--- config.mk ---
export PLATFORM = sky130hd
export DESIGN_NAME = eltwise_bram
export DESIGN_NICKNAME = d
export VERILOG_FILES = /design/src/hw/eltwise_pkg.sv /design/src/hw/eltwise_bram.sv
export SDC_FILE = /design/constraint.sdc
export NUM_CORES = 2
export LEC_CHECK = 0
export BUFFER_PORTS_ARGS = -buffer_cell sky130_fd_sc_hd__buf_4
export CAP_MARGIN = 10
export CORE_AREA = 4 4 714 716
export CTS_CLUSTER_SIZE = 14
export DETAILED_ROUTE_END_ITERATION = 10
export DIE_AREA = 0 0 718 720
export HOLD_SLACK_MARGIN = 0.12
export PLACE_DENSITY_LB_ADDON = 0.08
export REMOVE_ABC_BUFFERS = 1
export SYNTH_ARGS = -nofsm -noshare
export SYNTH_HDL_FRONTEND = slang
export SYNTH_SLANG_ARGS = --single-unit
--- constraint.sdc ---
create_clock -name clk -period 8.5 [get_ports clk]
set_clock_uncertainty 0.05 [all_clocks]
set_input_delay 1.7 -clock clk [delete_from_list [all_inputs] [get_ports clk]]
set_output_delay 1.7 -clock clk [all_outputs]
set_load 0.01 [all_outputs]
--- src/hw/eltwise_pkg.sv ---
package eltwise_pkg;

  ////////////////////////////////////////////////////////////
  // Sizes of the datapath and the memories
  ////////////////////////////////////////////////////////////

  localparam int LANES = 4;
  localparam int LANE_W = 16;
  localparam int WORD_W = LANES * LANE_W;
  localparam int AWIDTH = 6;
  localparam int CNT_W = 6;

  // Read latency of the A and B memories in cycles
  localparam int MEM_LATENCY = 1;

  // Beats in flight between issue and the result register
  localparam int PIPE_DEPTH = MEM_LATENCY + 1;

  // Credits granted by the consumer after reset
  localparam int CREDITS_MAX = 4;
  localparam int CREDIT_W = $clog2(CREDITS_MAX + 1);

  ////////////////////////////////////////////////////////////
  // Operation codes and lane views
  ////////////////////////////////////////////////////////////

  typedef enum logic [1:0] {
    OP_ADD = 2'd0,
    OP_SUB = 2'd1,
    OP_MAX = 2'd2,
    OP_MIN = 2'd3
  } op_e;

  // Half precision layout, sign on top
  typedef struct packed {
    logic       sign;
    logic [4:0] exponent;
    logic [9:0] mantissa;
  } fp16_t;

  // Integer ops look at raw, compare ops look at fp
  typedef union packed {
    logic [LANE_W-1:0] raw;
    fp16_t             fp;
  } lane_u;

  ////////////////////////////////////////////////////////////
  // Port bundles
  ////////////////////////////////////////////////////////////

  // Preload write, sel picks the memory (0 for A, 1 for B)
  typedef struct packed {
    logic              valid;
    logic              sel;
    logic [AWIDTH-1:0] addr;
    logic [WORD_W-1:0] data;
  } mem_wr_t;

  typedef struct packed {
    logic              start;
    op_e               op;
    logic [AWIDTH-1:0] base_a;
    logic [AWIDTH-1:0] base_b;
    logic [CNT_W-1:0]  count;
    logic [LANES-1:0]  mask_a;
    logic [LANES-1:0]  mask_b;
  } cmd_t;

  typedef struct packed {
    logic                   valid;
    logic [CNT_W-1:0]       index;
    lane_u [LANES-1:0]      lanes;
  } result_t;

endpackage

--- src/hw/eltwise_bram.sv ---
`timescale 1ns/10ps

// Simple dual port memory of four-lane words
// One instance per operand bank, told apart by SEL
module eltwise_bram #(
  parameter logic SEL = 1'b0
) (
  input  logic                                clk,
  input  logic                                rst,
  input  eltwise_pkg::mem_wr_t                wr,
  input  logic [eltwise_pkg::AWIDTH-1:0]      rd_addr,
  output logic [eltwise_pkg::WORD_W-1:0]      rd_data
);

  logic [eltwise_pkg::WORD_W-1:0] mem [0:2**eltwise_pkg::AWIDTH-1];
  logic                           wr_en;

  ////////////////////////////////////////////////////////////
  // Write side
  ////////////////////////////////////////////////////////////

  // Only the bank named by the write select takes the word
  // Writes are held off while the design sits in reset
  assign wr_en = wr.valid && (wr.sel == SEL) && !rst;

  always_ff @(posedge clk) begin
    if (wr_en) begin
      mem[wr.addr] <= wr.data;
    end
  end

  ////////////////////////////////////////////////////////////
  // Read side
  ////////////////////////////////////////////////////////////

  // Data shows up one cycle after the address
  always_ff @(posedge clk) begin
    rd_data <= mem[rd_addr];
  end

endmodule

==> run metrics <==
Hold Violations, Final=0; largest net degree at the start of global routing=108; R2R Setup Slk=6.00 ns; cts hold-fix bufs=0; layout cell share with drive strength beyond 1=27.8%; WHS=0.823 ns; Worst Path Max Fanout=20; # setup viols final=0; setup TNS=0 ns; Synth async-reset ratio=0%; die area=517,000 sq um; Hold Path End=rd_data[18]$_DFF_P_; Hold Path Depth=4; Register Area=124,000 sq um; Period minus WS final=5.10 ns; Port Buffer Count=143; Via density=5.28; total of max-cap violations=0; post-synth cell types=34; total power=44,300 uW; DR pass1 iterations=5; # IOs=144; TritonCTS buffer count=462; Worst slew margin=12.4%; Cells after Synth=6,661; CP endpoint kind=flip-flop; top cells by area, synth=edfxtp_1, mux4_2, o22ai_1, dfxtp_1, mux2i_1; Post-Syn Area per Cell=23.4 sq um; Die H=720 microns; # fillers=46,029; #FFs+latches synth=4,160; initial DRC count=7,946; Yosys top cell area share=79.0%; first-pass GRT wire length=699 mm; end of the worst register-to-register path=rd_data[4]$_DFF_P_; RSZ-0062 raised after global routing=no; period utilization=60.0%; cell taking the most area after synthesis=edfxtp_1; # resized after CTS=0; most numerous cell in the Yosys netlist=edfxtp_1; top cells by count, synth=edfxtp_1, mux4_2, o22ai_1; htree depth=5; antenna viol nets, final=0; worst path required time=9.06 ns; # rows=261; fin. max-slew vios=0; Final nets=7,192; fmax=196 MHz; fin area=181,000 sq um; Initial Util=30.9%; Multi-input gate area=30,100 sq um; drt drc=0; postcts setup bufs=0; Clock transition at path regs=0.06 ns; floorplan core area=504,000 sq um; Placed Instance Area=166,000 sq um; area delta synth->final=16.1%; CP Launch Type=primary input; total track usage=19.7%; Ys Warns=0; arrival time worst endpoint=5.67 ns; die width=718 microns; GRT overflow=0; vias in the first global route=77,508; FF-to-FF Start=mem[45][4]$_DFFE_PP_; LEAKAGE=0.0551 uW; routed via count=75,089; Root Driver=clkbuf_16; FF-to-FF path depth=5; GPL Wtd Cong=0.745; HP Class=reg -> reg; initial antenna violation count=53; PD cells=245 nW/um^2; Crit Path Class=in -> reg; measured slew at the worst slew-check pin=1.31 ns; Peak VDD IR=0.000180 V; Post-Syn Area=156,000 sq um; top_reg_cell synth=edfxtp_1; Skew-Pair Late Insertion Delay=1.03 ns; Layout Utilization=35.9%; # clock sinks=4,160; dpl hpwl=288 mm; wire per inst=36.4 microns; DRT Wirelength=518 mm; Hold Path Origin=mem[54][18]$_DFFE_PP_; Seq/Total Area, Yosys=79.8%; number of synthesized flops with an enable pin=4,096; CTS tree=yes; Longest Clk Path Bufs=4; status=finished clean
==> cells in the final DEF (no fill, tap or decap), drive strengths merged, types with 86 or more instances in the layout <==
master | Yosys | final
clkbuf | 161 | 595
clkinv | 0 | 198
edfxtp | 4096 | 4096
a211oi | 108 | 108
o22ai | 317 | 317
nor2b | 86 | 86
mux2i | 102 | 102
nor2 | 128 | 128
buf | 228 | 376
mux4 | 979 | 979
==> state kept, by name, indices dropped and copies added (netlist names) <==
signal   flops
mem       4096
rd_data     64
==> critical path, stage by stage <==
cell	delay (ns)
buf_4	0.11
nor4b_2	1.08
nand3_1	1.12
nor2_4	1.00
buf_4	0.58
==> logic make-up (layout without fill, tap and decap cells) <==
group / count (synthesis) / in the layout / share of synthesized area (%)
DFF: 4160 / 4160 / 79.8
muxes: 1081 / 1081 / 14.8
AOI/OAI and AO/OA: 605 / 605 / 2.73
and+or+nand+nor: 426 / 426 / 1.39
buffers and inverters: 389 / 1223 / 1.29
other: 0 / 8 / 0
==> stage by stage <==
step / std cells / worst slack (ns)
2_1_floorplan: 6272 / 2.74
3_3_place_gp: 13352 / 2.32
3_5_place_dp: 13353 / 2.35
4_1_cts: 14200 / 3.47
5_1_grt: 14202 / 3.49
6_report: 14209 / 3.40
==> per-layer routing <==
layer  routed length (microns)  up-vias  share of wire, %  global-route usage, %
li1                          -    29780                 -                      -
met1                    231000    42401                45                   28.1
met2                    249000     2390                48                   32.2
met3                     29400      516               5.7                   3.05
met4                      9100        2               1.8                   3.47
met5                        13        -            0.0025                      0
==> layout make-up <==
cell class / instances / share of cell area [%]
Antenna cell: 8 / 0.0111
Clock buffer: 595 / 6.83
Clock inverter: 252 / 1.29
Multi-Input combinational cell: 2112 / 16.7
Sequential cell: 4160 / 68.7
Tap cell: 6706 / 4.64
Timing Repair Buffer: 376 / 1.83
==> worst max path at each step <==
stage                                       to    from  slack [ns]
final                     mem[3][20]$_DFFE_PP_  wr[66]        3.40
after CTS                 mem[3][20]$_DFFE_PP_  wr[66]        3.47
after detailed placement  mem[3][19]$_DFFE_PP_  wr[66]        2.35
after floorplan           mem[27][0]$_DFFE_PP_  wr[66]        2.74
after global routing      mem[3][20]$_DFFE_PP_  wr[66]        3.49
after global placement    mem[3][19]$_DFFE_PP_  wr[66]        2.32
==> report_power, final <==
part,switching (uW),leakage [uW],internal (uW)
combinational,1340,0.0106,679
sequential,85.3,0.0374,22600
clock,8290,0.00718,11200
total,9720,0.0551,34500
Power figures use the tool's default switching activity.
