## config.mk

```make
export PLATFORM = sky130hd
export DESIGN_NAME = eltwise_lane_alu
export DESIGN_NICKNAME = d
export VERILOG_FILES = /design/src/hw/eltwise_pkg.sv /design/src/hw/eltwise_lane_alu.sv
export SDC_FILE = /design/constraint.sdc
export NUM_CORES = 1
export LEC_CHECK = 0
export BUFFER_PORTS_ARGS = -buffer_cell sky130_fd_sc_hd__buf_2
export CAP_MARGIN = 25
export CORE_ASPECT_RATIO = 1.75
export CORE_MARGIN = 8
export CORE_UTILIZATION = 42
export CTS_CLUSTER_DIAMETER = 100
export DETAILED_ROUTE_END_ITERATION = 16
export GPL_ROUTABILITY_DRIVEN = 1
export GPL_TIMING_DRIVEN = 0
export PLACE_DENSITY_LB_ADDON = 0.25
export SLEW_MARGIN = 40
export SYNTH_ARGS = -nofsm -noshare
export SYNTH_HDL_FRONTEND = slang
export SYNTH_SLANG_ARGS = --single-unit
```

## constraint.sdc

```tcl
create_clock -name clk -period 5.3 [get_ports clk]
set_input_delay 1.06 -clock clk [delete_from_list [all_inputs] [get_ports clk]]
set_output_delay 1.06 -clock clk [all_outputs]
set_load 0.05 [all_outputs]
```

## src/hw/eltwise_pkg.sv

```systemverilog
package eltwise_pkg;

  ////////////////////////////////////////////////////////////
  // Sizes of the datapath and the memories
  ////////////////////////////////////////////////////////////

  localparam int LANES = 4;
  localparam int LANE_W = 16;
  localparam int WORD_W = LANES * LANE_W;
  localparam int AWIDTH = 6;
  localparam int CNT_W = 6;

  // Read latency of the A and B memories in cycles
  localparam int MEM_LATENCY = 1;

  // Beats in flight between issue and the result register
  localparam int PIPE_DEPTH = MEM_LATENCY + 1;

  // Credits granted by the consumer after reset
  localparam int CREDITS_MAX = 4;
  localparam int CREDIT_W = $clog2(CREDITS_MAX + 1);

  ////////////////////////////////////////////////////////////
  // Operation codes and lane views
  ////////////////////////////////////////////////////////////

  typedef enum logic [1:0] {
    OP_ADD = 2'd0,
    OP_SUB = 2'd1,
    OP_MAX = 2'd2,
    OP_MIN = 2'd3
  } op_e;

  // Half precision layout, sign on top
  typedef struct packed {
    logic       sign;
    logic [4:0] exponent;
    logic [9:0] mantissa;
  } fp16_t;

  // Integer ops look at raw, compare ops look at fp
  typedef union packed {
    logic [LANE_W-1:0] raw;
    fp16_t             fp;
  } lane_u;

  ////////////////////////////////////////////////////////////
  // Port bundles
  ////////////////////////////////////////////////////////////

  // Preload write, sel picks the memory (0 for A, 1 for B)
  typedef struct packed {
    logic              valid;
    logic              sel;
    logic [AWIDTH-1:0] addr;
    logic [WORD_W-1:0] data;
  } mem_wr_t;

  typedef struct packed {
    logic              start;
    op_e               op;
    logic [AWIDTH-1:0] base_a;
    logic [AWIDTH-1:0] base_b;
    logic [CNT_W-1:0]  count;
    logic [LANES-1:0]  mask_a;
    logic [LANES-1:0]  mask_b;
  } cmd_t;

  typedef struct packed {
    logic                   valid;
    logic [CNT_W-1:0]       index;
    lane_u [LANES-1:0]      lanes;
  } result_t;

endpackage

```

## src/hw/eltwise_lane_alu.sv

```systemverilog
`timescale 1ns/10ps

// Four lanes of element-wise arithmetic with one register stage
module eltwise_lane_alu (
  input  logic                              clk,
  input  logic                              rst,
  input  logic                              beat_valid,
  input  logic [eltwise_pkg::CNT_W-1:0]     beat_index,
  input  eltwise_pkg::op_e                  op,
  input  logic [eltwise_pkg::WORD_W-1:0]    a_masked,
  input  logic [eltwise_pkg::WORD_W-1:0]    b_masked,
  output eltwise_pkg::result_t              result
);

  eltwise_pkg::lane_u [eltwise_pkg::LANES-1:0] a_lanes;
  eltwise_pkg::lane_u [eltwise_pkg::LANES-1:0] b_lanes;
  eltwise_pkg::lane_u [eltwise_pkg::LANES-1:0] lanes_d;
  eltwise_pkg::lane_u [eltwise_pkg::LANES-1:0] lanes_q;
  logic [eltwise_pkg::CNT_W-1:0]               index_q;
  logic                                        valid_q;

  // True when a sits above b in sign and magnitude order
  // Opposite signs are settled by the sign alone, so -0 stays below +0
  function automatic logic fp_gt(eltwise_pkg::lane_u a, eltwise_pkg::lane_u b);
    logic [14:0] mag_a;
    logic [14:0] mag_b;
    mag_a = {a.fp.exponent, a.fp.mantissa};
    mag_b = {b.fp.exponent, b.fp.mantissa};
    if (a.fp.sign != b.fp.sign) return !a.fp.sign;
    // Among negatives the larger magnitude is the smaller number
    if (a.fp.sign) return mag_a < mag_b;
    return mag_a > mag_b;
  endfunction

  assign a_lanes = a_masked;
  assign b_lanes = b_masked;

  ////////////////////////////////////////////////////////////
  // Per lane operation
  ////////////////////////////////////////////////////////////

  always_comb begin
    for (int i = 0; i < eltwise_pkg::LANES; i++) begin
      unique case (op)
        eltwise_pkg::OP_ADD: lanes_d[i].raw = a_lanes[i].raw + b_lanes[i].raw;
        eltwise_pkg::OP_SUB: lanes_d[i].raw = a_lanes[i].raw - b_lanes[i].raw;
        eltwise_pkg::OP_MAX: lanes_d[i] = fp_gt(a_lanes[i], b_lanes[i]) ? a_lanes[i] : b_lanes[i];
        default:             lanes_d[i] = fp_gt(a_lanes[i], b_lanes[i]) ? b_lanes[i] : a_lanes[i];
      endcase
    end
  end

  // Output register, only the valid bit is cleared by reset
  always_ff @(posedge clk) begin
    if (rst) valid_q <= 1'b0;
    else     valid_q <= beat_valid;
  end

  always_ff @(posedge clk) begin
    lanes_q <= lanes_d;
    index_q <= beat_index;
  end

  assign result = '{valid: valid_q, index: index_q, lanes: lanes_q};

endmodule

```

==> run metrics <==
critical path class in2reg; Cells after Synth 1028; Critical Path RT between 5000 and 6000 ps; clock buffer depth 2; CTS tree built; sequential area share after synthesis 0.172; Synth area leaders ha_1, dfxtp_1, xnor2_1, mux2i_1, a21oi_1; Hold Vio Cnt, Final 0; DR iter-0 viols 343; Worst Path Buf+Inv 3; Worst-path clk slew around 60 ps; GPL Wtd Cong between 0.9 and 1; most frequent cells in the layout buf_2, ha_1, a21oi_1; first-pass GRT wire length 44700 um; cell repeated most along the worst path o21ai_0; delay-heaviest family, CP compound AO/OA/AOI/OAI gates; critical path endpoint category flop; Net Count, Synth about 1300; Root Buffer Master clkbuf_16; Yosys warning count 0; # DRC 0; Num CTS Buffers 9; final setup vio count 0; Setup crit start kind primary input; layout net count about 1500; ANT cells 0; GR Overflow Total 0; Final Worst Setup Slack ~340 ps; Placeable Area roughly 0.019 mm^2; post-synthesis simple-gate area fraction 0.160; leak pwr around 4.8 nW; number of H-tree levels 3; slowest stage delay, CP a little under 700 ps; pin count of the biggest net entering global routing 13; leading cell type in the layout, fill and taps excluded buf_2; Slew HR 0.441; Row Count 68; pre-CTS WS -876 ps; final WL roughly 29000 um; Yosys top cell area share 0.194; worst vdd rail ir drop 0.163 mV; #FFs+latches synth about 70; cell taking the most area after synthesis ha_1; Period Utilization, post-route 0.935; Starting Density 0.424; die area ~0.025 mm^2; hold_buf cts 0; chip height between 200 and 250 um; CTS Sinks 71; layout cell share with drive strength beyond 1 0.210; largest family of logic cells by synthesized area compound AO/OA/AOI/OAI gates; worst slew pin tran between 800 and 900 ps; post-layout minimum cycle time just under 5000 ps; maxcap violations 0; Area Overhead vs Synth 20.0%; number of detailed-route iterations in the first pass 5; Setup Total Neg Slack 0 ps; fin util 0.509; outcome finished clean; Synth Flop Type dfxtp_1; asr flop ratio synth 0; WL/cell ~19 um; PwrDens roughly 290 mW/mm^2; Vias roughly 8600; Total Routing Usage GR 0.233; Post-synth EDFFs 0; Die W approximately 120 um; CP arrival around 5200 ps; worst-path cell with the longest stage delay clkbuf_1; hpwl dp 23800 um; Routed Antenna Nets 0; Adder-Cell Fraction of Synth Area 0.204; worst hold slack 805 ps; Post-Syn Area between 0.008 and 0.009 mm^2; crit path max fanout 10; HP Class in2reg; RSZ-0062 raised after global routing no; Yosys cell types 66; syn_area_per_cell 8.04 um^2; Fill cells around 2000; PortBufs about 210; antenna violations before repair 2; XOR/XNOR Fraction of Synth Area 0.116; max-slew violations 0; Pwr Total 2.85 mW; DR vias/cell about 5.7; Cell Chain, Critical Path clkbuf_2 -> nor2b_1 -> clkbuf_1 -> clkbuf_1 -> a21oi_1 -> xnor2_1 -> ha_1 -> o21ai_0 -> nor2_1 -> o41ai_1 -> o21ai_0 -> o41ai_2 -> o21ai_0 -> xnor2_1 -> mux2i_1; vias in the first global route about 9100; post-synthesis compound-gate area fraction 0.205; post-synthesis mux area share 0.0872; f_max between 0.2 and 0.25 GHz; I/O pin cnt 210
[cells by family after synthesis]
group	after synthesis
compound gates	263
xor+xnor	106
fa+ha+maj	132
buf+inv	114
flops	71
mux	72
simple gates	270
[path summary, 6_finish.rpt]
path / slack (ps) / startpoint / cells after the start / end
setup / recovery: 340 / op[0] / 15 / result[46]$_DFF_P_
hold / removal: 800 / beat_index[3] / 1 / index_q[3]$_DFF_P_
[power breakdown]
| group | switching, mW | internal, mW | leakage, nW |
|---|---|---|---|
| clock | 0.254 | 0.340 | 0.134 |
| sequential | 0.0288 | 0.645 | 0.599 |
| combinational | 1.04 | 0.545 | 4.06 |
[final cells by class]
cell class	instances	area (um^2)	area share
Timing Repair Buffer	208	1040	0.105
Buffer	28	155	0.0156
Multi-Input combinational cell	843	6380	0.644
Tap cell	245	307	0.0309
Clock buffer	11	253	0.0255
Clock inverter	5	32.5	0.00328
Sequential cell	71	1420	0.143
Inverter	86	323	0.0326
[per-stage QoR]
stage          area (um^2)  instances
2_1_floorplan         8260       1028
3_3_place_gp          9610       1481
3_5_place_dp          9610       1481
4_1_cts               9900       1497
5_1_grt               9910       1497
6_report              9910       1497
[sequential cells by signal, summed over array words and instances, names as in the netlist]
name / flops
valid_q: 1
result: 64
index_q: 6
[Yosys cell counts (9+ instances only)]
cell and count:
ha_1 128, a21oi_1 100, nor2_1 93, xnor2_1 88, inv_1 86, mux2i_1 72
dfxtp_1 71, nand2_1 52, o21ai_0 41, nor3_1 25, a31oi_1 23, nand3_1 23
clkbuf_1 21, nand4_1 17, xor2_1 16, o21a_1 13, a211oi_1 11, a21o_1 10
nand2b_1 10, o221ai_1 9, o31ai_1 9
[what timing repair did]
item                                    CTS  global route
setup buffers                             0             0
hold endpoints to repair                  0             0
endpoints found under the setup margin    3             2
resized for setup                         3             5
[routing by layer]
| layer | up-vias | part of all wire | GRT usage |
|---|---|---|---|
| met5 | - | 0.00073 | 0 |
| li1 | 4160 | - | - |
| met1 | 4021 | 0.34 | 0.211 |
| met4 | 4 | 0.065 | 0.171 |
| met3 | 109 | 0.060 | 0.0536 |
| met2 | 289 | 0.53 | 0.431 |
Note: power is estimated with default switching activity, not from simulation.
