[src/hw/eltwise_pkg.sv]
package eltwise_pkg;

  ////////////////////////////////////////////////////////////
  // Sizes of the datapath and the memories
  ////////////////////////////////////////////////////////////

  localparam int LANES = 4;
  localparam int LANE_W = 16;
  localparam int WORD_W = LANES * LANE_W;
  localparam int AWIDTH = 6;
  localparam int CNT_W = 6;

  // Read latency of the A and B memories in cycles
  localparam int MEM_LATENCY = 1;

  // Beats in flight between issue and the result register
  localparam int PIPE_DEPTH = MEM_LATENCY + 1;

  // Credits granted by the consumer after reset
  localparam int CREDITS_MAX = 4;
  localparam int CREDIT_W = $clog2(CREDITS_MAX + 1);

  ////////////////////////////////////////////////////////////
  // Operation codes and lane views
  ////////////////////////////////////////////////////////////

  typedef enum logic [1:0] {
    OP_ADD = 2'd0,
    OP_SUB = 2'd1,
    OP_MAX = 2'd2,
    OP_MIN = 2'd3
  } op_e;

  // Half precision layout, sign on top
  typedef struct packed {
    logic       sign;
    logic [4:0] exponent;
    logic [9:0] mantissa;
  } fp16_t;

  // Integer ops look at raw, compare ops look at fp
  typedef union packed {
    logic [LANE_W-1:0] raw;
    fp16_t             fp;
  } lane_u;

  ////////////////////////////////////////////////////////////
  // Port bundles
  ////////////////////////////////////////////////////////////

  // Preload write, sel picks the memory (0 for A, 1 for B)
  typedef struct packed {
    logic              valid;
    logic              sel;
    logic [AWIDTH-1:0] addr;
    logic [WORD_W-1:0] data;
  } mem_wr_t;

  typedef struct packed {
    logic              start;
    op_e               op;
    logic [AWIDTH-1:0] base_a;
    logic [AWIDTH-1:0] base_b;
    logic [CNT_W-1:0]  count;
    logic [LANES-1:0]  mask_a;
    logic [LANES-1:0]  mask_b;
  } cmd_t;

  typedef struct packed {
    logic                   valid;
    logic [CNT_W-1:0]       index;
    lane_u [LANES-1:0]      lanes;
  } result_t;

endpackage

[src/hw/eltwise_ctrl_fsm.sv]
`timescale 1ns/10ps

// Run control that accepts a command, issues against credits, drains and reports done
module eltwise_ctrl_fsm (
  input  logic clk,
  input  logic rst,
  input  logic start,
  input  logic has_credit,
  input  logic last,
  output logic load,
  output logic issue,
  output logic busy,
  output logic done
);

  typedef enum logic [1:0] {
    IDLE,
    RUN,
    DRAIN
  } state_e;

  state_e     state;
  logic [1:0] drain_cnt;

  // Start is only seen in IDLE, so a start while busy has no effect
  assign load  = (state == IDLE) && start;
  assign issue = (state == RUN) && has_credit;
  assign busy  = (state != IDLE);
  // Final drain cycle is the one right after the last result
  assign done  = (state == DRAIN) && (drain_cnt == 2'(eltwise_pkg::PIPE_DEPTH));

  always_ff @(posedge clk) begin
    if (rst) begin
      state     <= IDLE;
      drain_cnt <= '0;
    end else begin
      unique case (state)
        IDLE: if (load) state <= RUN;
        RUN: begin
          drain_cnt <= '0;
          if (issue && last) state <= DRAIN;
        end
        default: begin
          // Beats still travel through memory and lane stages here
          drain_cnt <= drain_cnt + 1'b1;
          if (done) state <= IDLE;
        end
      endcase
    end
  end

endmodule

[config.mk]
export PLATFORM = sky130hd
export DESIGN_NAME = eltwise_ctrl_fsm
export DESIGN_NICKNAME = d
export VERILOG_FILES = /design/src/hw/eltwise_pkg.sv /design/src/hw/eltwise_ctrl_fsm.sv
export SDC_FILE = /design/constraint.sdc
export NUM_CORES = 1
export LEC_CHECK = 0
export ABC_AREA = 1
export BUFFER_PORTS_ARGS = -buffer_cell sky130_fd_sc_hd__buf_4
export CORE_AREA = 2 2 39 41
export CTS_BUF_LIST = sky130_fd_sc_hd__clkbuf_16
export CTS_CLUSTER_DIAMETER = 80
export DETAILED_ROUTE_END_ITERATION = 12
export DIE_AREA = 0 0 41 43
export PLACE_DENSITY = 0.4
export SYNTH_ARGS = -nofsm -noshare
export SYNTH_HDL_FRONTEND = slang
export SYNTH_SLANG_ARGS = --single-unit
[constraint.sdc]
create_clock -name clk -period 2.52 [get_ports clk]
set_clock_uncertainty 0.2 [all_clocks]
set_input_delay 0.504 -clock clk [delete_from_list [all_inputs] [get_ports clk]]
set_output_delay 0.504 -clock clk [all_outputs]
set_load 0.05 [all_outputs]
==> results of run 1 <==
-- how the worst max path moves through the flow --
stage	start	to	slack, ns
after floorplan	drain_cnt[0]	done	0.21
after global placement	has_credit	issue	0.86
after detailed placement	has_credit	issue	0.86
after CTS	drain_cnt[0]	done	0.61
after global routing	drain_cnt[0]	done	0.54
final	drain_cnt[0]	done	0.62
-- cell type report --
class,count,share of cell area
tap,16,0.05479
inverter,6,0.06164
timing repair buffer,8,0.1644
clock buffer,3,0.2055
multi-input combinational,18,0.2945
sequential,4,0.2192
-- where the power goes --
part | switching [uW] | internal, uW
combinational | 47.2 | 25.2
sequential | 5.74 | 68.9
clock | 44.6 | 203
-- layer usage --
| layer | wire length, um | vias up |
|---|---|---|
| met2 | 239 | 7 |
| met3 | 42 | 2 |
| met1 | 188 | 90 |
| met5 | 0 | - |
| li1 | - | 115 |
| met4 | 16 | 0 |
-- state kept, by name, indices dropped and copies added, names as in the netlist --
| signal | count |
|---|---|
| drain_cnt | 2 |
| state | 2 |
-- per-stage QoR --
| stage | setup WS [ns] | total power, uW | utilization |
|---|---|---|---|
| floorplan | 0.2120 | 126.5 | - |
| global placement | 0.8589 | 149.5 | 0.2098 |
| detailed placement | 0.8555 | 149.1 | 0.2098 |
| CTS | 0.6149 | 402.1 | 0.2640 |
| global route | 0.5380 | 412.3 | 0.2640 |
| finish | 0.6190 | 394.4 | 0.2640 |
-- synth_stat cells (all sizes together) --
library cell | count | share of area
inv | 6 | 0.11
a21oi | 4 | 0.095
dfxtp | 4 | 0.38
nand2 | 2 | 0.048
nand3 | 2 | 0.048
nor2 | 2 | 0.048
o21ai | 2 | 0.048
and3 | 1 | 0.030
ha | 1 | 0.060
nand4 | 1 | 0.030
nor3 | 1 | 0.024
o21bai | 1 | 0.054
or2 | 1 | 0.030
-- cells by family (layout without fill, tap and decap cells) --
family | after synthesis | in the layout
buffers and inverters | 6 | 17
AOI/OAI and AO/OA | 7 | 7
adders and majority gates | 1 | 1
and+or+nand+nor | 10 | 10
DFF | 4 | 4
==> results by group, run 1 <==
Layout
  • Layout filler cell count: ~150
  • Most frequent cells in the layout: buf_4 (8), inv_1 (4), a21oi_1 (4), dfxtp_1 (4), clkbuf_16 (3)
  • Syn-to-layout area delta: 73.81%
  • Design Area, Final: 365.4 sq um
  • Most common cell after layout, fill and taps aside: buf_4
  • Area of the multi-input gates: around 110 sq um
  • Final nets: 47
  • Fin cells: 55
  • N_diodes: 0
  • Layout cells sized above 1: 0.4103
  • Storage cell area: 80.08 sq um

Critical path
  • Critical Path RT: ~1.8 ns
  • CP Launch Type: flop
  • FF-to-FF Start: drain_cnt[0]
  • CP cell instances: inv_1 > ha_1 > inv_1 > nor3_1 > buf_4
  • Data arrival time of the critical path: 1.20 ns
  • Worst setup EP type: primary output
  • Crit-path max FO: 3
  • Worst R2R End: drain_cnt[1]
  • WP depth: 5
  • Slowest cell on the critical path: dfxtp_1
  • Kind of critical path: reg2out
  • FF-to-FF setup slack: 1.26 ns
  • Buf/Inv on CP: 3
  • CP delay by family, top: buffers and inverters
  • Crit path top cell by count: inv_1
  • Worst R2R Path Depth: 4
  • Slowest cell delay on critical path: 0.31 ns

GRT
  • M2 GR Usage: 0.1000
  • Overflow left after global routing: 0
  • Gr busiest metal: met2
  • Met1 track demand over resource: 0.07051
  • First-pass GRT wire length: around 730 um
  • Gr usage total: 0.06921
  • Largest net degree at the start of global routing: 8
  • Global Route met3 Usage: 0.03141
  • Number of global-route vias before repair: 184
  • Initial antenna violation count: 0

Detailed routing
  • Vias per cell: 3.891
  • Routed len/inst: 8.836 um
  • Drt total wl: about 500 um
  • DRC: 0
  • Routed Antenna Nets: 0
  • Starting DRT DRC Count: 8
  • DR pass1 iterations: 4
  • Vias: ~210

Synth
  • Syn Inst Count: 28
  • Netlist area before placement: 210.2 sq um
  • Synth Area in Adders: 0.05952
  • Syn nets: 34
  • Largest family of logic cells by synthesized area: simple AND/OR/NAND/NOR gates
  • Post-synthesis xor/xnor area fraction: 0
  • Syn avg cell area: 7.507 sq um
  • YS warnings: 0
  • Sequential area share after synthesis: 0.3810
  • Cell variety after synth: 16
  • Mux contribution to synthesized area: 0
  • Synth Area in Simple Gates: 0.2560
  • FF+latch count, synth: 4
  • Synth Area in Compound Gates: 0.1964

STA
  • Setup violations, final: 0
  • RSZ-0062 raised after global routing: false
  • Final hold violation count: 0
  • Fin crit period: 1.901 ns
  • Worst Tran Pin Value: 0.1902 ns
  • Tcrit/Tclk final: 0.7543
  • Slew Viols, Final: 0
  • Max Freq: 526.1 MHz
  • Setup TNS: 0 ns
  • Hold Slack: between 0.2 and 0.3 ns
  • Worst slew margin: 0.8730

Hold path
  • Worst hold path class: reg2reg
  • Worst min-delay path startpoint: drain_cnt[0]
  • WHS Endpoint: drain_cnt[0]
  • Worst Hold Depth: 1

Clocking
  • CTS root buffer: clkbuf_16
  • Postcts setup bufs: 0
  • CTS tree: done
  • Post-cts sizing count: 0
  • H-tree depth: 1
  • Clk buf depth: 2
  • Hold-fix buffers, CTS: 0
  • Clk_lat worst skew: 0.22 ns
  • Clk pin slew, worst setup/hold paths: 0.03 ns
  • CTS Buf Count: 3
  • Clock sinks: 4

Floorplanning
  • Row count: 14
  • Die width: 41 um
  • DIE AREA: 1763 sq um
  • Die H: 43 um
  • Num ports: 9
  • Initial Util: 0.1519
  • Area of the core: 1384 sq um

Placed design
  • Dpl cell area: 290.3 sq um
  • Placed cells: 52
  • IO buf count: 8
  • GP Congestion: 0.5919

Power and ir drop
  • P_leak: roughly 0.00017 uW
  • Total power divided by cell area: ~1100 nW/um^2
  • VDD IR-drop max: 311.7 uV

Run
  • Max-cap viol count: 0

Status
  • Status: finished clean
No activity file was read; power rests on OpenSTA's default activity.
==> run 2: changes to the inputs <==
==> constraint.sdc (replaced) <==
create_clock -name clk -period 1.9 [get_ports clk]
set_clock_uncertainty 0.2 [all_clocks]
set_input_delay 0.38 -clock clk [delete_from_list [all_inputs] [get_ports clk]]
set_output_delay 0.38 -clock clk [all_outputs]
set_load 0.05 [all_outputs]
==> run 2 against run 1 <==
Net effect:
- first-iteration DRC count is 100% lower
- critical path depth stayed put
- combinational power is 33% higher
- cell count stayed put
- critical endpoint unchanged
- highest routed layer is now met3
==> results by group, run 2 (same netlist as run 1, synthesis figures left out) <==
Floorplanning
  • Area of the core: 1384 sq um
  • Initial Util: 0.1519
  • Die width: approximately 40 um
  • Num ports: 9
  • Row count: 14
  • Die H: 43 um
  • DIE AREA: roughly 1800 sq um

Clocking
  • Clock sinks: 4
  • Hold-fix buffers, CTS: 0
  • Postcts setup bufs: 0
  • Post-cts sizing count: 0
  • Clk pin slew, worst setup/hold paths: roughly 0.030 ns
  • CTS root buffer: clkbuf_16
  • CTS Buf Count: 3
  • Clk buf depth: 2
  • H-tree depth: 1
  • CTS tree: done
  • Clk_lat worst skew: about 0.22 ns

Placed design
  • DPL Wire Length: ~370 um
  • GP Congestion: 0.6022
  • Pre-CTS WS: 0.4081 ns
  • IO buf count: 8
  • Placed cells: 52

Layout
  • Fin cells: 55
  • Layout filler cell count: approximately 150
  • Storage cell area: 80.08 sq um
  • Final nets: 47
  • N_diodes: 0
  • Post-Route Utilization: 0.2676
  • Layout cells sized above 1: 0.4359
  • Most common cell after layout, fill and taps aside: buf_4
  • Largest regs: drain_cnt x2, state x2
  • Syn-to-layout area delta: 76.19%
  • Area of the multi-input gates: 112.6 sq um
  • Most frequent cells in the layout: buf_4 (8), inv_1 (4), a21oi_1 (4), dfxtp_1 (4), clkbuf_16 (3)

STA
  • Post-layout worst setup margin: 0.1857 ns
  • Worst Tran Pin Value: 0.2253 ns
  • Worst slew margin: 0.8496
  • Slew Viols, Final: 0
  • Tcrit/Tclk final: 0.9022
  • Final hold violation count: 0
  • Fin crit period: between 1.5 and 2 ns
  • RSZ-0062 raised after global routing: false
  • Max Freq: 583.3 MHz
  • Setup violations, final: 0
  • Setup TNS: 0 ns

Power and ir drop
  • Total power draw: 515.4 uW
  • VDD IR-drop max: ~800 uV
  • P_leak: 0.0001690 uW
  • Total power divided by cell area: around 1400 nW/um^2

Detailed routing
  • Drt total wl: 441 um
  • DRC: 0
  • Routed Antenna Nets: 0
  • Vias per cell: ~3.7
  • Routed len/inst: roughly 8.0 um
  • Starting DRT DRC Count: 0
  • Vias: 205
  • DR pass1 iterations: 1

Critical path
  • Critical Path RT: 1.32 ns
  • Worst setup EP type: primary output
  • Data arrival time of the critical path: 1.13 ns
  • Kind of critical path: reg2out
  • Crit-path max FO: 3
  • CP Launch Type: flop

GRT
  • First-pass GRT wire length: 828 um
  • Number of global-route vias before repair: about 210
  • Overflow left after global routing: 0
  • Largest net degree at the start of global routing: 8
  • Initial antenna violation count: 0
  • Gr usage total: 0.07028

Hold path
  • Worst hold path class: in2reg

Status
  • Status: finished clean

Run
  • Max-cap viol count: 0
run 2: cell counts in the layout (fill, tap and decap cells not counted):
No cell type changed its count.
run 2: path summary, 6_finish.rpt:
path	startpoint	cells past startpoint	slack [ns]	endpoint
worst min register to register	drain_cnt[0]	1	0.26	drain_cnt[0]
worst max register to register	drain_cnt[0]	4	0.64	drain_cnt[1]
worst min-delay path	rst	2	0.13	drain_cnt[1]
worst max-delay path	drain_cnt[0]	5	0.19	done
run 2: cell type report:
cell class                 instances  share of cell area
sequential                         4              0.2162
inverter                           6             0.06081
multi-input combinational         18              0.3041
tap                               16             0.05405
timing repair buffer               8              0.1622
clock buffer                       3              0.2027
run 2: power breakdown:
group          switching (uW)  internal (uW)
sequential               8.90           91.5
clock                    50.8            268
combinational            62.6           33.5
total                     122            393
run 2: critical path, cell delays in order, from the launching register on:
cell     delay [ns]
dfxtp_1        0.34
inv_1          0.05
ha_1           0.21
inv_1          0.09
nor3_2         0.04
buf_4          0.19
run 2: metrics by stage:
step | instance area [sq um] | hold WS [ns]
floorplan | 215.2 | 0.2216
global placement | 295.3 | 0.2515
detailed placement | 295.3 | 0.2471
CTS | 370.4 | 0.1381
global route | 370.4 | 0.1535
finish | 370.4 | 0.1342
run 2: routing by layer:
| layer | global-route usage | vias up | wire [um] |
|---|---|---|---|
| li1 | - | 117 | - |
| met1 | 0.09325 | 83 | 202 |
| met2 | 0.09063 | 5 | 215 |
| met3 | 0.01571 | 0 | 23 |
| met4 | 0.06000 | 0 | 0 |
| met5 | 0 | - | 0 |
