$ cat src/hw/eltwise_pkg.sv
package eltwise_pkg;

  ////////////////////////////////////////////////////////////
  // Sizes of the datapath and the memories
  ////////////////////////////////////////////////////////////

  localparam int LANES = 4;
  localparam int LANE_W = 16;
  localparam int WORD_W = LANES * LANE_W;
  localparam int AWIDTH = 6;
  localparam int CNT_W = 6;

  // Read latency of the A and B memories in cycles
  localparam int MEM_LATENCY = 1;

  // Beats in flight between issue and the result register
  localparam int PIPE_DEPTH = MEM_LATENCY + 1;

  // Credits granted by the consumer after reset
  localparam int CREDITS_MAX = 4;
  localparam int CREDIT_W = $clog2(CREDITS_MAX + 1);

  ////////////////////////////////////////////////////////////
  // Operation codes and lane views
  ////////////////////////////////////////////////////////////

  typedef enum logic [1:0] {
    OP_ADD = 2'd0,
    OP_SUB = 2'd1,
    OP_MAX = 2'd2,
    OP_MIN = 2'd3
  } op_e;

  // Half precision layout, sign on top
  typedef struct packed {
    logic       sign;
    logic [4:0] exponent;
    logic [9:0] mantissa;
  } fp16_t;

  // Integer ops look at raw, compare ops look at fp
  typedef union packed {
    logic [LANE_W-1:0] raw;
    fp16_t             fp;
  } lane_u;

  ////////////////////////////////////////////////////////////
  // Port bundles
  ////////////////////////////////////////////////////////////

  // Preload write, sel picks the memory (0 for A, 1 for B)
  typedef struct packed {
    logic              valid;
    logic              sel;
    logic [AWIDTH-1:0] addr;
    logic [WORD_W-1:0] data;
  } mem_wr_t;

  typedef struct packed {
    logic              start;
    op_e               op;
    logic [AWIDTH-1:0] base_a;
    logic [AWIDTH-1:0] base_b;
    logic [CNT_W-1:0]  count;
    logic [LANES-1:0]  mask_a;
    logic [LANES-1:0]  mask_b;
  } cmd_t;

  typedef struct packed {
    logic                   valid;
    logic [CNT_W-1:0]       index;
    lane_u [LANES-1:0]      lanes;
  } result_t;

endpackage

$ cat src/hw/eltwise_credit_counter.sv
`timescale 1ns/10ps

// Credits the result stream may still spend
module eltwise_credit_counter (
  input  logic clk,
  input  logic rst,
  input  logic spend,
  input  logic credit_return,
  output logic has_credit
);

  logic [eltwise_pkg::CREDIT_W-1:0] count;

  // A spend and a return in the same cycle cancel out
  always_ff @(posedge clk) begin
    if (rst) begin
      count <= eltwise_pkg::CREDIT_W'(eltwise_pkg::CREDITS_MAX);
    end else if (spend && !credit_return) begin
      count <= count - 1'b1;
    end else if (credit_return && !spend) begin
      count <= count + 1'b1;
    end
  end

  assign has_credit = (count != '0);

  a_no_spend_empty: assert property (@(posedge clk) disable iff (rst) spend |-> count != '0);

  // The consumer can only hand back what it was given
  a_no_return_full: assert property (
    @(posedge clk) disable iff (rst)
    credit_return |-> count != eltwise_pkg::CREDIT_W'(eltwise_pkg::CREDITS_MAX)
  );

endmodule

$ cat config.mk
export PLATFORM = sky130hd
export DESIGN_NAME = eltwise_credit_counter
export DESIGN_NICKNAME = d
export VERILOG_FILES = /design/src/hw/eltwise_pkg.sv /design/src/hw/eltwise_credit_counter.sv
export SDC_FILE = /design/constraint.sdc
export NUM_CORES = 1
export LEC_CHECK = 0
export BUFFER_PORTS_ARGS = -buffer_cell sky130_fd_sc_hd__buf_2
export CAP_MARGIN = 20
export CORE_AREA = 3 3 40 42
export CTS_BUF_LIST = sky130_fd_sc_hd__clkbuf_16
export CTS_CLUSTER_DIAMETER = 150
export DETAILED_ROUTE_END_ITERATION = 16
export DIE_AREA = 0 0 43 45
export HOLD_SLACK_MARGIN = 0.08
export SLEW_MARGIN = 40
export SYNTH_ARGS = -nofsm -noshare
export SYNTH_HDL_FRONTEND = slang
export SYNTH_SLANG_ARGS = --single-unit
export TNS_END_PERCENT = 5
$ cat constraint.sdc
create_clock -name clk -period 1.3 [get_ports clk]
set_input_delay 0.065 -clock clk [delete_from_list [all_inputs] [get_ports clk]]
set_output_delay 0.065 -clock clk [all_outputs]
set_load 0.01 [all_outputs]
==> reports/metrics.yaml, run 1 <==
setup_path:
  crit_arrival_ns: 1.51
  endpoint_kind: "flop"
  crit_type: "flop to flop"
  worst_ep_required_time_ns: 1.40
  critPathTopFamily: "adder cells"
  rr_endpoint: "count[2]"
  worstSetupStartpointType: "flop"
  reg2reg_depth: 4
  cp_num_buf_inv: 0
  critPathMaxFanout: 3
  critPathSlowestCell: "fa_2"
  path_cells: "fa_2 > xnor2_1 > o21ai_1 > or3b_1"
  r2r-start: "count[1]"
  reg2reg_slack_ns: -0.11
  max_stage_delay_ns: 0.36
cts:
  cts_resized: 0
  clock_path_buffers: 2
  cts_sinks: 3
  tritoncts: "done"
  clk_latency_ns: 0.22
  cts_buffers: 3
  cts_max_level: 1
  clk_pin_slew_ns: 0.03
  cts-root-buf: "clkbuf_16"
hold_path:
  hold_path_depth: 2
  hold_end: "count[1]"
  min-delay-start: "rst"
  min_path_type: "input pin to flop"
synth:
  syn-mean-instance-area_sq_um: 10.4
  yosys-top-cells-area: "dfxtp_1, fa_1, ha_1"
  synth_async_sr_flop_share_pct: 0
  ys_seq_area_share_pct: 38.4
  yosysMostFrequentCell: "dfxtp_1"
  synth_top_cell_area_share_pct: 38.4
  ys_ff_latch: 3
  synth_edf_count: 0
  yosys-top-cells-count: "dfxtp_1, nor2_1"
  synth.distinct_cells: 12
  synthesis.area_sq_um: 156
  yosysWarnings: 0
  ys.flop_type: "dfxtp_1"
  synth_area_leader_cell: "dfxtp_1"
  syn_nets: 21
  syn_inst: 15
sta:
  slew_headroom_pct: 87.0
  fin_crit_sh_pct: 108
  period_needed_ns: 1.41
  rsz0062_at_grt: "true"
  tightestPinTransition_ns: 0.193
  max_freq_mhz: 710
  fin_ws_ns: -0.109
  setup_violations: 1
  fin_skew_ns: 0.00178
  tns_ns: -0.109
  drv_slew: 0
  final_hold_viol_count: 0
outcome:
  violations: "setup timing"
  status: "finished with violations"
routing:
  routedWlPerCell_um: 7.75
  drc: 0
  totalWireLength_um: 310
  first_pass_iters: 4
  antenna_left: 0
  vias_per_cell: 3.38
  dr.first_iter.drc_count: 1
  vias: 135
global_routing:
  grt_max_degree: 5
  grt_pass1_vias: 166
  grt_usage_pct: 4.67
  antenna_found_initial: 0
  grt-ovfl-total: 0
  grt_pass1_wl_um: 600
power_and_ir_drop:
  leakagePower_nw: 0.133
  ir_drop_mv: 0.558
  p_per_area_nw_per_um2: 2280
floorplan:
  fp.dieArea_sq_um: 1940
  start_util_pct: 12.2
  die_h_um: 45
  core_sq_um: 1280
  chipWidth_um: 43
  io_pins: 5
  num_rows: 13
final_layout:
  utilization_pct: 22.9
  diodes: 0
  drive_gt1_share_pct: 44.0
  top_register: "count"
  reg_top3: "count (3)"
  layout-area-overhead-vs-synth_pct: 88.0
  final_area_sq_um: 294
  fin_nets: 32
  largest_register_ffs: 3
placement:
  placed_area_sq_um: 215
  io_buffer_count: 4
  gp_congestion: 0.666
flow_run:
  max_cap_viol_count: 0
power breakdown:
group,switching (mW),internal (mW)
combinational,0.0313,0.0420
sequential,0.0125,0.107
clock,0.0806,0.396
total,0.124,0.546
what timing repair did:
action / in CTS / in global routing
endpoints found under the setup margin: 1 / 1
buffers inserted: 0 / 0
pin swaps: 0 / 0
endpoints found under the hold margin: 3 / 3
logic make-up (layout without fill, tap and decap cells):
| family | Yosys count | after routing | synth area share [%] |
|---|---|---|---|
| and+or+nand+nor | 5 | 5 | 17.6 |
| DFF | 3 | 3 | 38.4 |
| adders and majority gates | 2 | 2 | 20.8 |
| xor gates and xnor gates | 2 | 2 | 11.2 |
| AOI/OAI and AO/OA | 1 | 1 | 3.20 |
| muxes | 1 | 1 | 6.40 |
| buffers and inverters | 1 | 11 | 2.40 |
through the flow:
stage	worst slack [ns]	power (mW)	cells	hold WS (ns)
6_report	-0.109	0.670	40	0.0428
5_1_grt	-0.188	0.704	40	0.0457
4_1_cts	-0.115	0.680	40	0.0402
3_5_place_dp	-0.184	0.195	36	0.270
3_3_place_gp	-0.153	0.194	36	0.262
2_1_floorplan	-0.0487	0.168	15	0.137
cell type report:
class                           count  area (sq um)
Tap cell                           15          18.8
Multi-Input combinational cell     11          97.6
Fill cell                         137           991
Clock buffer                        3          75.1
Clock inverter                      1          3.75
Inverter                            1          3.75
Sequential cell                     3          60.1
Timing Repair Buffer                6          35.0
worst max path at each step:
stage	from	to	cells past startpoint
floorplan	count[1]	count[2]	4
global placement	spend	count[2]	6
detailed placement	spend	count[2]	6
CTS	count[1]	count[2]	4
global route	count[1]	count[2]	4
finish	count[1]	count[2]	4
placed cells by master (no fill, tap or decap):
cell,n
or3_1,1
dfxtp_1,3
buf_4,2
or3b_1,1
xnor2_1,1
clkbuf_16,3
fa_2,1
mux2i_1,1
nor3_1,1
ha_2,1
inv_1,2
buf_2,4
xor2_1,1
o21ai_1,1
nor2_1,2
worst reg2reg max path: cells and delay by family (launching register included):
family                   cells  cell delay, ns
adder cells (fa/ha/maj)      1            0.36
AND/OR/NAND/NOR              1            0.34
flip-flops                   1            0.33
XOR/XNOR                     1            0.15
AO/OA/AOI/OAI                1            0.11
per-layer routing:
metal	wire length (um)	global-route usage [%]
met1	146	4.83
met2	152	6.29
met3	11	1.20
met4	0	7.23
met5	0	0
Power figures use the tool's default switching activity.
==> run 2: changes to the inputs <==
--- a/config.mk
+++ b/config.mk
@@ -7,12 +7,13 @@
 export LEC_CHECK = 0
 export BUFFER_PORTS_ARGS = -buffer_cell sky130_fd_sc_hd__buf_2
 export CAP_MARGIN = 20
-export CORE_AREA = 3 3 40 42
+export CORE_AREA = 2 2 39 41
 export CTS_BUF_LIST = sky130_fd_sc_hd__clkbuf_16
 export CTS_CLUSTER_DIAMETER = 150
 export DETAILED_ROUTE_END_ITERATION = 16
-export DIE_AREA = 0 0 43 45
+export DIE_AREA = 0 0 41 43
 export HOLD_SLACK_MARGIN = 0.08
+export MAX_ROUTING_LAYER = met4
 export SLEW_MARGIN = 40
 export SYNTH_ARGS = -nofsm -noshare
 export SYNTH_HDL_FRONTEND = slang
==> run 2 against run 1 <==
  * Combinational power grew 9.7%
  * Critical path depth unchanged
  * The flow still finishes with violations (setup timing)
  * Sequential power about the same
  * Critical path type unchanged
  * Setup slack improved by 0.016 ns
  * Clock power is essentially flat
  * Count of clock-buffer cells in the layout unchanged
==> reports/metrics.yaml, run 2 (synthesized netlist as in run 1, its figures left out) <==
outcome:
  status: "finished with violations"
  violations: "setup timing"
placement:
  dp_cells: 37
  io_buffer_count: 4
  gp_congestion: 0.605
  hpwl_um: 239
hold_path:
  hold_end: "count[1]"
  min_path_type: "input pin to flop"
  min-delay-start: "rst"
  hold_path_depth: 2
global_routing:
  grt-ovfl-total: 0
  grt_max_degree: 5
  antenna_found_initial: 0
  grt_pass1_wl_um: 607
  grt_pass1_vias: 172
  grt_usage_pct: 6.28
floorplan:
  chipWidth_um: 41
  io_pins: 5
  num_rows: 14
  die_h_um: 43
  fp.dieArea_sq_um: 1760
  core_sq_um: 1380
  start_util_pct: 11.3
routing:
  dr.first_iter.drc_count: 0
  vias_per_cell: 3.49
  antenna_left: 0
  vias: 143
  first_pass_iters: 1
  drc: 0
  routedWlPerCell_um: 8.07
  totalWireLength_um: 331
setup_path:
  reg2reg_depth: 4
  path_cells: "fa_2 > xnor2_2 > o21ai_1 > or3b_1"
  worstSetupStartpointType: "flop"
  endpoint_kind: "flop"
  max_stage_delay_ns: 0.37
  r2r-start: "count[1]"
  worst_ep_required_time_ns: 1.40
  rr_endpoint: "count[2]"
  reg2reg_slack_ns: -0.09
  critPathTopFamily: "adder cells"
  critPathMaxFanout: 3
  crit_arrival_ns: 1.50
  cp_num_buf_inv: 0
  critPathSlowestCell: "fa_2"
  crit_type: "flop to flop"
final_layout:
  final_common_cell: "buf_2"
  drive_gt1_share_pct: 52.0
  reg_top3: "count (3)"
  layout-area-overhead-vs-synth_pct: 94.4
  largest_register_ffs: 3
  multi_input_area_sq_um: 105
  final_cell_mix: "buf_2, clkbuf_16"
  top_register: "count"
  nFillCells: 154
  fin_nets: 32
  final-seq-area_sq_um: 61.3
  utilization_pct: 22.0
  finalNonFillerCells: 41
  diodes: 0
sta:
  final_hold_viol_count: 0
  drv_slew: 0
  tightestPinTransition_ns: 0.114
  max_freq_mhz: 718
  fin_ws_ns: -0.0933
  fin_skew_ns: 0.00233
  rsz0062_at_grt: "true"
  setup_violations: 1
  period_needed_ns: 1.39
  slew_headroom_pct: 92.2
  fin_crit_sh_pct: 107
power_and_ir_drop:
  ir_drop_mv: 0.314
  p_per_area_nw_per_um2: 2240
  leakagePower_nw: 0.136
cts:
  tritoncts: "done"
  cts-root-buf: "clkbuf_16"
  cts_max_level: 1
  cts_buffers: 3
  clock_path_buffers: 2
  cts_sinks: 3
  clk_latency_ns: 0.22
  clk_pin_slew_ns: 0.03
flow_run:
  max_cap_viol_count: 0
-- run 2: cell counts in the layout (fill, tap and decap cells not counted) --
Identical to the previous run, type by type.
-- run 2: worst max path at each step --
stage | start | to | slack [ns] | depth (start not counted)
2_1_floorplan | count[1] | count[2] | -0.05 | 4
3_3_place_gp | spend | count[2] | -0.15 | 6
6_report | count[1] | count[2] | -0.09 | 4
4_1_cts | count[1] | count[2] | -0.09 | 4
3_5_place_dp | spend | count[2] | -0.16 | 6
5_1_grt | count[1] | count[2] | -0.19 | 4
-- run 2: stage by stage --
| stage | hold WS [ns] | TNS [ns] | power, mW | setup WS (ns) | cell area, sq um |
|---|---|---|---|---|---|
| global placement | 0.259 | -0.150 | 0.194 | -0.150 | 216 |
| floorplan | 0.137 | -0.0487 | 0.168 | -0.0487 | 161 |
| finish | 0.0285 | -0.0933 | 0.682 | -0.0933 | 304 |
| CTS | 0.0286 | -0.0882 | 0.690 | -0.0882 | 297 |
| global route | 0.0356 | -0.193 | 0.713 | -0.193 | 304 |
| detailed placement | 0.262 | -0.158 | 0.197 | -0.158 | 216 |
-- run 2: final cells by class --
cell class                 instances  share of cell area (%)
multi-input combinational         11                    34.6
clock buffer                       3                    24.7
sequential                         3                    20.2
timing repair buffer               6                    11.5
tap                               16                    6.58
clock inverter                     1                    1.23
inverter                           1                    1.23
-- run 2: what timing repair did --
action	in CTS	in global routing
buffers inserted	0	0
pin swaps	0	0
endpoints found under the hold margin	3	3
gates resized for setup	1	1
endpoints found under the setup margin	1	1
-- run 2: routing by layer --
| metal | track usage (%) | part of all wire (%) |
|---|---|---|
| met1 | 5.14 | 32 |
| met3 | 1.57 | 2.1 |
| met2 | 7.50 | 59 |
| met4 | 12.0 | 6.6 |
| met5 | - | 0 |
-- run 2: power by group --
part / leakage [nW] / switching (mW) / total, mW / internal [mW]
Clock: 0.0423 / 0.0838 / 0.480 / 0.397
Sequential: 0.0252 / 0.0128 / 0.121 / 0.109
Combinational: 0.0686 / 0.0333 / 0.0803 / 0.0470
Total: 0.136 / 0.130 / 0.682 / 0.552
